$ cat config.mk
export PLATFORM = sky130hd
export DESIGN_NAME = traffic_matrix_top
export DESIGN_NICKNAME = d
export VERILOG_FILES = /design/src/source/traffic_pkg.sv /design/src/source/display_pkg.sv /design/src/source/tick_generator.sv /design/src/source/light_sequencer.sv /design/src/source/digit_glyph_rom.sv /design/src/source/matrix_row_driver.sv /design/src/source/traffic_matrix_top.sv
export VERILOG_INCLUDE_DIRS = /design/src /design/src/include
export SDC_FILE = /design/constraint.sdc
export NUM_CORES = 1
export LEC_CHECK = 0
export BUFFER_PORTS_ARGS = -buffer_cell sky130_fd_sc_hd__buf_2
export CAP_MARGIN = 20
export CORE_UTILIZATION = 50
export CTS_CLUSTER_DIAMETER = 60
export DETAILED_ROUTE_END_ITERATION = 12
export HOLD_SLACK_MARGIN = 0.1
export PLACE_DENSITY_LB_ADDON = 0.3
export SETUP_SLACK_MARGIN = 0.2
export SYNTH_ARGS = -nofsm -noshare
export SYNTH_HDL_FRONTEND = slang
export SYNTH_SLANG_ARGS = --single-unit
$ cat constraint.sdc
create_clock -name clk -period 4.6 [get_ports clk]
set_input_delay 0.69 -clock clk [delete_from_list [all_inputs] [get_ports clk]]
set_output_delay 0.69 -clock clk [all_outputs]
set_load 0.02 [all_outputs]
$ cat src/include/traffic_settings.svh
`ifndef TRAFFIC_SETTINGS_SVH
`define TRAFFIC_SETTINGS_SVH

// Clock cycles between two seconds ticks
`define SEC_DIV 64

// Clock cycles between two row-scan ticks
`define SCAN_DIV 4

// Starting digit of each phase, limited to 0..5 by the glyph table
`define RED_TIME 5
`define GREEN_TIME 5
`define YELLOW_TIME 2

`endif

$ cat src/source/traffic_pkg.sv
`default_nettype none

package traffic_pkg;

    // Light phases in the order the sequencer walks them
    typedef enum logic [1:0] {
        PH_RED    = 2'd0,
        PH_GREEN  = 2'd1,
        PH_YELLOW = 2'd2
    } phase_t;

    typedef logic [2:0] count_t;  // Countdown digit shown on the matrix

endpackage

`default_nettype wire

$ cat src/source/display_pkg.sv
`default_nettype none

package display_pkg;

    typedef logic [2:0] row_idx_t;  // Matrix row 0..7

    // Bit 7 drives the leftmost column
    typedef logic [7:0] pattern_t;

    // Channels lit for the current digit
    typedef enum logic [1:0] {
        COL_RED   = 2'd0,
        COL_GREEN = 2'd1,
        COL_BOTH  = 2'd2
    } color_t;

endpackage

`default_nettype wire

$ cat src/source/tick_generator.sv
`timescale 1ns/100ps
`default_nettype none
`include "traffic_settings.svh"

module tick_generator (
    input  logic clk,
    input  logic rst,
    output logic sec_tick,
    output logic scan_tick
);

    localparam int SEC_W  = $clog2(`SEC_DIV);
    localparam int SCAN_W = $clog2(`SCAN_DIV);

    logic [SEC_W-1:0]  sec_cnt;
    logic [SCAN_W-1:0] scan_cnt;
    logic              sec_wrap;
    logic              scan_wrap;

    assign sec_wrap  = (sec_cnt == SEC_W'(`SEC_DIV - 1));
    assign scan_wrap = (scan_cnt == SCAN_W'(`SCAN_DIV - 1));

    always_ff @(posedge clk or posedge rst)
    begin
        if (rst)
        begin
            sec_cnt  <= '0;
            sec_tick <= 1'b0;
        end
        else
        begin
            sec_cnt  <= sec_wrap ? '0 : sec_cnt + 1'b1;
            sec_tick <= sec_wrap;  // High for the one cycle after the wrap
        end
    end

    always_ff @(posedge clk or posedge rst)
    begin
        if (rst)
        begin
            scan_cnt  <= '0;
            scan_tick <= 1'b0;
        end
        else
        begin
            scan_cnt  <= scan_wrap ? '0 : scan_cnt + 1'b1;
            scan_tick <= scan_wrap;
        end
    end

endmodule

`default_nettype wire

$ cat src/source/light_sequencer.sv
`timescale 1ns/100ps
`default_nettype none
`include "traffic_settings.svh"

module light_sequencer (
    input  logic                clk,
    input  logic                rst,
    input  logic                sec_tick,
    input  logic                hold,
    output traffic_pkg::phase_t phase,
    output traffic_pkg::count_t count
);

    traffic_pkg::phase_t next_phase;
    traffic_pkg::count_t next_time;
    logic                step;

    assign step = sec_tick && !hold;  // Hold freezes both phase and digit

    // Successor phase and the digit it starts from
    always_comb
    begin
        case (phase)
            traffic_pkg::PH_RED:
            begin
                next_phase = traffic_pkg::PH_GREEN;
                next_time  = traffic_pkg::count_t'(`GREEN_TIME);
            end
            traffic_pkg::PH_GREEN:
            begin
                next_phase = traffic_pkg::PH_YELLOW;
                next_time  = traffic_pkg::count_t'(`YELLOW_TIME);
            end
            default:
            begin
                next_phase = traffic_pkg::PH_RED;
                next_time  = traffic_pkg::count_t'(`RED_TIME);
            end
        endcase
    end

    always_ff @(posedge clk or posedge rst)
    begin
        if (rst)
        begin
            phase <= traffic_pkg::PH_RED;
            count <= traffic_pkg::count_t'(`RED_TIME);
        end
        else if (step)
        begin
            if (count != '0)
            begin
                count <= count - 1'b1;
            end
            else
            begin
                phase <= next_phase;  // Zero is shown for a full second first
                count <= next_time;
            end
        end
    end

endmodule

`default_nettype wire

$ cat src/source/digit_glyph_rom.sv
`timescale 1ns/100ps
`default_nettype none

module digit_glyph_rom (
    input  traffic_pkg::count_t   digit,
    input  display_pkg::row_idx_t row_idx,
    output display_pkg::pattern_t pattern
);

    // Row 0 stays dark so the glyph sits in rows 1..7
    always_comb
    begin
        pattern = 8'b0000_0000;
        case (digit)
            3'd0:
            begin
                case (row_idx)
                    3'd1, 3'd7:                   pattern = 8'b0011_1100;
                    3'd2, 3'd3, 3'd4, 3'd5, 3'd6: pattern = 8'b0100_0010;
                    default:                      pattern = 8'b0000_0000;
                endcase
            end
            3'd1:
            begin
                case (row_idx)
                    3'd1, 3'd2, 3'd4, 3'd5, 3'd6: pattern = 8'b0001_1000;
                    3'd3:                         pattern = 8'b0011_1000;
                    3'd7:                         pattern = 8'b0111_1110;
                    default:                      pattern = 8'b0000_0000;
                endcase
            end
            3'd2:
            begin
                case (row_idx)
                    3'd1:    pattern = 8'b0011_1100;
                    3'd2:    pattern = 8'b0110_0110;
                    3'd3:    pattern = 8'b0000_0110;
                    3'd4:    pattern = 8'b0000_1100;
                    3'd5:    pattern = 8'b0011_0000;
                    3'd6:    pattern = 8'b0110_0000;
                    3'd7:    pattern = 8'b0111_1110;
                    default: pattern = 8'b0000_0000;
                endcase
            end
            3'd3:
            begin
                case (row_idx)
                    3'd1, 3'd7: pattern = 8'b0011_1100;
                    3'd2, 3'd6: pattern = 8'b0110_0110;
                    3'd3, 3'd5: pattern = 8'b0000_0110;
                    3'd4:       pattern = 8'b0001_1100;
                    default:    pattern = 8'b0000_0000;
                endcase
            end
            3'd4:
            begin
                case (row_idx)
                    3'd1, 3'd6, 3'd7: pattern = 8'b0000_1100;
                    3'd2:             pattern = 8'b0001_1100;
                    3'd3:             pattern = 8'b0010_1100;
                    3'd4:             pattern = 8'b0100_1100;
                    3'd5:             pattern = 8'b0111_1110;
                    default:          pattern = 8'b0000_0000;
                endcase
            end
            3'd5:
            begin
                case (row_idx)
                    3'd1:       pattern = 8'b0111_1110;
                    3'd2:       pattern = 8'b0110_0000;
                    3'd3:       pattern = 8'b0111_1100;
                    3'd4, 3'd5: pattern = 8'b0000_0110;
                    3'd6:       pattern = 8'b0110_0110;
                    3'd7:       pattern = 8'b0011_1100;
                    default:    pattern = 8'b0000_0000;
                endcase
            end
            default:
            begin
                pattern = 8'b0000_0000;  // Digits 6 and 7 have no glyph
            end
        endcase
    end

endmodule

`default_nettype wire

$ cat src/source/matrix_row_driver.sv
`timescale 1ns/100ps
`default_nettype none

module matrix_row_driver (
    input  logic                  clk,
    input  logic                  rst,
    input  logic                  scan_tick,
    input  traffic_pkg::phase_t   phase,
    input  display_pkg::pattern_t pattern,
    output display_pkg::row_idx_t row_idx,
    output display_pkg::pattern_t row,
    output display_pkg::pattern_t colr,
    output display_pkg::pattern_t colg
);

    display_pkg::row_idx_t cur_idx;
    display_pkg::color_t   color;
    logic                  red_on;
    logic                  green_on;

    // The ROM is addressed one row ahead so the columns land with the row
    assign row_idx = display_pkg::row_idx_t'(cur_idx + 1'b1);

    always_comb
    begin
        case (phase)
            traffic_pkg::PH_RED:   color = display_pkg::COL_RED;
            traffic_pkg::PH_GREEN: color = display_pkg::COL_GREEN;
            default:               color = display_pkg::COL_BOTH;
        endcase
    end

    assign red_on   = (color != display_pkg::COL_GREEN);
    assign green_on = (color != display_pkg::COL_RED);

    always_ff @(posedge clk or posedge rst)
    begin
        if (rst)
        begin
            cur_idx <= '0;
            row     <= 8'b0000_0001;
            colr    <= '0;
            colg    <= '0;
        end
        else if (scan_tick)
        begin
            cur_idx <= row_idx;  // Wraps from 7 to 0 on its own
            row     <= display_pkg::pattern_t'(1) << row_idx;
            colr    <= red_on ? pattern : '0;
            colg    <= green_on ? pattern : '0;
        end
    end

endmodule

`default_nettype wire

$ cat src/source/traffic_matrix_top.sv
`timescale 1ns/100ps
`default_nettype none

module traffic_matrix_top (
    input  logic                  clk,
    input  logic                  rst,
    input  logic                  hold,
    output display_pkg::pattern_t row,
    output display_pkg::pattern_t colr,
    output display_pkg::pattern_t colg,
    output traffic_pkg::phase_t   phase,
    output traffic_pkg::count_t   count
);

    logic                  sec_tick;
    logic                  scan_tick;
    display_pkg::row_idx_t row_idx;
    display_pkg::pattern_t pattern;

    tick_generator u_tick_generator (
        .clk       (clk),
        .rst       (rst),
        .sec_tick  (sec_tick),
        .scan_tick (scan_tick)
    );

    light_sequencer u_light_sequencer (
        .clk      (clk),
        .rst      (rst),
        .sec_tick (sec_tick),
        .hold     (hold),
        .phase    (phase),
        .count    (count)
    );

    // The digit on show is the live countdown value
    digit_glyph_rom u_digit_glyph_rom (
        .digit   (count),
        .row_idx (row_idx),
        .pattern (pattern)
    );

    matrix_row_driver u_matrix_row_driver (
        .clk       (clk),
        .rst       (rst),
        .scan_tick (scan_tick),
        .phase     (phase),
        .pattern   (pattern),
        .row_idx   (row_idx),
        .row       (row),
        .colr      (colr),
        .colg      (colg)
    );

endmodule

`default_nettype wire

==> results of run 1 <==
-- layout make-up --
class | instances | area [um2]
Timing Repair Buffer | 28 | 143
Sequential cell | 38 | 955
Tap cell | 50 | 62.6
Inverter | 12 | 45.0
Clock buffer | 6 | 82.6
Fill cell | 334 | 1680
Clock inverter | 1 | 30.0
Multi-Input combinational cell | 151 | 1060
-- per-layer routing --
layer	up-vias	routed length, um
li1	795	-
met2	68	1880
met5	-	0
met4	0	96
met3	11	252
met1	760	2110
-- cells by family (layout without fill, tap and decap cells) --
group                    Yosys count  after routing  synth area share, %
AND/OR/NAND/NOR                   61             61                 14.0
flip-flops                        38             38                 44.7
other                              1              4                0.176
adder cells (fa/ha/maj)           14             14                 8.21
buffers and inverters             27             47                 6.04
AO/OA/AOI/OAI                     59             59                 20.1
multiplexers                       6              6                 2.99
XOR/XNOR                           7              7                 3.75
-- state kept, by name (all words and copies together), names as in the netlist --
signal / count
u_matrix_row_driver.row: 8
u_tick_generator.sec_cnt: 6
u_tick_generator.sec_tick: 1
u_matrix_row_driver.colr: 6
u_light_sequencer.count: 3
u_matrix_row_driver.cur_idx: 3
u_light_sequencer.phase: 2
u_tick_generator.scan_cnt: 2
u_matrix_row_driver.colg: 6
u_tick_generator.scan_tick: 1
-- metrics by stage --
| step | instances | power [mW] | hold WS (ns) | util, % | cell area (um2) |
|---|---|---|---|---|---|
| 4_1_cts | 286 | 0.640 | 0.454 | 58.6 | 2380 |
| 3_5_place_dp | 279 | 0.352 | 0.443 | 55.9 | 2270 |
| 3_3_place_gp | 279 | 0.351 | 0.416 | 55.9 | 2270 |
| 5_1_grt | 286 | 0.655 | 0.493 | 58.6 | 2380 |
| 2_1_floorplan | 216 | 0.351 | 0.403 | - | 2150 |
| 6_report | 286 | 0.629 | 0.444 | 58.6 | 2380 |
-- final timing paths --
path	to	cells past startpoint
worst min register to register	u_tick_generator.scan_cnt[0]	1
min in group asynchronous	u_matrix_row_driver.colg[3]	3
max in group asynchronous	u_light_sequencer.count[2]	3
worst min-delay path	u_tick_generator.scan_cnt[0]	1
worst max-delay path	u_matrix_row_driver.colr[1]	6
worst max register to register	u_matrix_row_driver.colr[1]	6
-- cell usage after synthesis, types with 3 or more instances --
library cell and count:
xnor2_1 3, o21ai_1 4, a31oi_1 5, nand2_1 22, ha_1 14, nor2_1 15
o22ai_1 3, o2bb2ai_1 12, nand3_1 10, xor2_1 3, o21ai_0 10, inv_1 12
clkbuf_1 8, dfstp_2 3, nand2b_1 4, buf_4 5, dfrtp_1 35, a211oi_1 3
mux2_2 3, a21oi_1 8, mux2i_1 3
-- power breakdown --
part / leakage, nW / switching [mW] / internal [mW]
clock: 0.0573 / 0.111 / 0.173
sequential: 0.475 / 0 / 0.334
combinational: 0.561 / 0.00925 / 0.00133
-- worst max-delay path, delay by kind of cell, from the launching register on --
| family | cells | cell delay (ns) |
|---|---|---|
| AO/OA/AOI/OAI | 3 | 0.73 |
| XOR/XNOR | 1 | 0.76 |
| adder cells (fa/ha/maj) | 1 | 0.34 |
| flip-flops | 1 | 0.50 |
| AND/OR/NAND/NOR | 1 | 0.15 |
==> metrics, run 1 <==
status=completed; HP Class=flop to flop; clk_skew=0.00328 ns; R2R Setup Slk=about 2 ns; CP cell instances=ha_1 > xnor2_1 > o21ai_1 > a311oi_1 > nor4_1 > o31ai_1; initial antenna violation count=0; Yosys top cell by area=dfrtp_1; hold path start=u_tick_generator.scan_cnt[0]; busiest grt layer=met2; drt total wl=around 4.3 mm; Post-DRT Antenna Nets=0; Site Rows=23; Worst EP required=approximately 4.8 ns; Worst path max stage delay=0.76 ns; Worst-path clk slew=about 0.070 ns; DR vias=between 1500 and 2000; synth top area cells=dfrtp_1 41%, ha_1 8.2%, o2bb2ai_1 4.9%, nand2_1 3.9%, dfstp_2 3.7%; wire per inst=15.2 um; Final Critical Period=2.56 ns; Die X=approximately 67 um; Crit. End Element=flop; post-CTS setup buffers=0; maximum vdd ir drop=between 150 and 200 uV; Setup crit start=u_matrix_row_driver.cur_idx[0]; Setup Viol. Count Final=0; initial core utilization=between 50% and 60%; RD Place Congestion=between 0.9 and 1; Crit Path Class=flop to flop; Worst Slack Setup Final=a little over 2 ns; synth warn=0; cell area after synthesis=~2100 um2; CP startpoint kind=flop; endpoints failing hold=0; largest net degree at the start of global routing=39; Core Area=between 4000 and 5000 um2; Seq/Total Area, Yosys=~45%; critical path peak fanout=12; GR Layer Usage met2=a little under a third; final count of pins violating max slew=0; RSZ-0062 raised after global routing=no; Die ar.=between 4000 and 5000 um2; GRT Residual Overflow=0; total CTS buffers=5; area grow syn2layout=11.5%; Synth top area share=approximately two fifths; initial drt markers=80; Setup TNS=0 ns; GR Util met1=between 30% and 40%; Tightest Pin Transition=0.931 ns; Via density=between 5 and 6; Slew Limit Headroom=37.5%; first-pass GRT wire length=between 7 and 8 mm; # DRC=0; fraction of layout cells with a size suffix above 1=between 20% and 30%; #FFs+latches synth=38; max-cap viol count=0; CTS tree=yes; most common cell after layout, fill and taps aside=dfrtp_1; met3 Use GR=6.08%; Reg-to-Reg Start=u_matrix_row_driver.cur_idx[0]; LEAKAGE=about 1.1 nW; total track usage=22.0%; Worst EP arrival=2.76 ns; PwrDens=264 nW/um2; NumNets Final=between 200 and 300; Port Buffers=27; DP HPWL=between 3 and 4 mm; synth unique cells=42; Clock Sinks=38; post-CTS sizing=0; Primary FF master, synth=dfrtp_1; post-synthesis async set-or-reset flop share=100%; Antenna diodes=0; commonest non-fill, non-tap cells in the layout=35 x dfrtp_1, 27 x buf_2, 22 x nand2_1; pre-CTS setup slack=~2.1 ns; Period Utilization, post-route=55.7%; cts hold-fix bufs=0; EDFF count, synth=0; Cells after Synth=between 200 and 250; DRT Pass-1 Iters=5; FMAX=roughly 0.39 GHz; Max clock buf depth=2; clk root buf=clkbuf_8; # H-tree levels=2; I/O pin count=32; vias in the first global route=between 1500 and 2000; mean area per synthesized cell=between 10 and 15 um2; Die Span Y=67.3 um; slowest stage cell, crit path=xnor2_1; Clk Latency, worst-skew pair=approximately 0.29 ns
(Power assumes the default switching activity.)
==> inputs of run 2 (changes only) <==
==> constraint.sdc (replaced) <==
create_clock -name clk -period 2.4 [get_ports clk]
set_input_delay 0.36 -clock clk [delete_from_list [all_inputs] [get_ports clk]]
set_output_delay 0.36 -clock clk [all_outputs]
set_load 0.02 [all_outputs]
==> metrics, run 2 (synthesized netlist as in run 1, its figures left out) <==
status=completed; initial core utilization=52.6%; CP startpoint kind=flop; Worst-path clk slew=0.08 ns; fill cell count=349; Crit. End Element=flop; Worst EP arrival=approximately 2.3 ns; total track usage=between 20% and 30%; vias in the first global route=approximately 1500; Slew Limit Headroom=51.8%; DP HPWL=about 3.1 mm; Core Area=a little over 4000 um2; Setup TNS=0 ns; area grow syn2layout=17.9%; HP Class=primary input to asynchronous set/reset pin; Crit path max-delay family=compound AO/OA/AOI/OAI gates; commonest non-fill, non-tap cells in the layout=33 x dfrtp_1, 27 x buf_2, 22 x nand2_1; Worst path max stage delay=0.58 ns; Final Critical Period=about 2.1 ns; Clk Latency, worst-skew pair=a little under 0.3 ns; NumNets Final=about 260; largest net degree at the start of global routing=39; cts hold-fix bufs=0; Setup Viol. Count Final=0; first-pass GRT wire length=approximately 7.4 mm; Non-Filler Instances=~300; wire per inst=between 15 and 20 um; # DRC=0; Clock Sinks=38; DR vias=roughly 1700; Tightest Pin Transition=about 0.71 ns; Port Buffers=27; Max clock buf depth=2; fraction of layout cells with a size suffix above 1=between 20% and 30%; I/O pin count=32; endpoints failing hold=0; CTS tree=yes; initial antenna violation count=0; DRT Pass-1 Iters=5; Crit Path Class=flop to flop; Die ar.=4530 um2; Period Utilization, post-route=slightly below 90%; placed cell count=between 200 and 300; PwrDens=433 nW/um2; RD Place Congestion=approximately 1.0; Multi-input gate area=between 1000 and 1500 um2; Antenna diodes=0; Via density=approximately 5.7; CP cell instances=ha_4 > buf_6 > xor2_4 > a211oi_1 > o32ai_1 > nor4_2 > o2bb2ai_1; most common cell after layout, fill and taps aside=dfrtp_1; clk_skew=0.00712 ns; Die X=around 67 um; total CTS buffers=5; # H-tree levels=2; max reg flops=8; RSZ-0062 raised after global routing=no; initial drt markers=97; max-cap viol count=0; Reg with most FFs=u_matrix_row_driver.row; LEAKAGE=between 1 and 1.5 nW; GRT Residual Overflow=0; Worst EP required=about 2.6 ns; drt total wl=~4.6 mm; Reg area=about 960 um2; Site Rows=23; critical path peak fanout=6; Buf/Inv on CP=1; Die Span Y=approximately 67 um; Post-DRT Antenna Nets=0; maximum vdd ir drop=332 uV; final count of pins violating max slew=0; FMAX=about 0.47 GHz; clk root buf=clkbuf_8; slowest stage cell, crit path=o32ai_1
==> run 2: report_power, final <==
| part | switching, mW | internal (mW) | leakage, nW |
|---|---|---|---|
| clock network | 0.227 | 0.201 | 0.0450 |
| registers | 0 | 0.640 | 0.472 |
| logic | 0.0175 | 0.00255 | 0.643 |
==> run 2: tightest hold or removal path, stage by stage <==
cell,delay [ns]
buf_2,0.09
inv_1,0.04
buf_4,0.40
==> run 2: what timing repair did <==
action,in CTS,in global routing
setup buffers,3,2
setup endpoints to repair,7,9
gates resized for setup,2,12
pin swaps,1,4
cloned,1,0
==> run 2: per-stage QoR <==
step,setup WS [ns],util (%),power (mW),hold WS (ns),area [um2]
floorplan,0.229,-,0.672,0.403,2150
global placement,0.186,56.8,0.673,0.416,2300
detailed placement,0.109,56.8,0.674,0.423,2300
CTS,0.194,60.1,1.10,0.178,2440
global route,0.187,62.0,1.13,0.223,2520
finish,0.284,62.0,1.09,0.159,2520
==> run 2: cell type report <==
| cell class | count | area share (%) |
|---|---|---|
| Clock buffer | 6 | 2.88 |
| Timing Repair Buffer | 38 | 8.80 |
| Tap cell | 50 | 2.49 |
| Sequential cell | 38 | 38.0 |
| Multi-Input combinational cell | 152 | 45.6 |
| Inverter | 12 | 1.79 |
| Clock inverter | 2 | 0.398 |
==> run 2: routing by layer <==
layer | wire length (um) | GRT usage (%) | up-vias
met3 | 229 | 5.57 | 12
li1 | - | - | 816
met2 | 2070 | 32.1 | 59
met1 | 2170 | 31.4 | 815
met4 | 125 | 10.9 | 0
met5 | 0 | 0 | -
==> run 2: final timing paths <==
kind | start | endpoint | slack, ns | cells past startpoint
max | u_matrix_row_driver.cur_idx[1] | u_matrix_row_driver.colr[4] | 0.28 | 7
min | rst | u_matrix_row_driver.colg[5] | 0.16 | 3
max reg2reg | u_matrix_row_driver.cur_idx[1] | u_matrix_row_driver.colr[4] | 0.28 | 7
min reg2reg | u_tick_generator.scan_cnt[0] | u_tick_generator.scan_cnt[0] | 0.43 | 1
max in group asynchronous | rst | u_matrix_row_driver.cur_idx[0] | 1.89 | 3
min in group clk | hold | u_light_sequencer.count[0] | 0.40 | 3
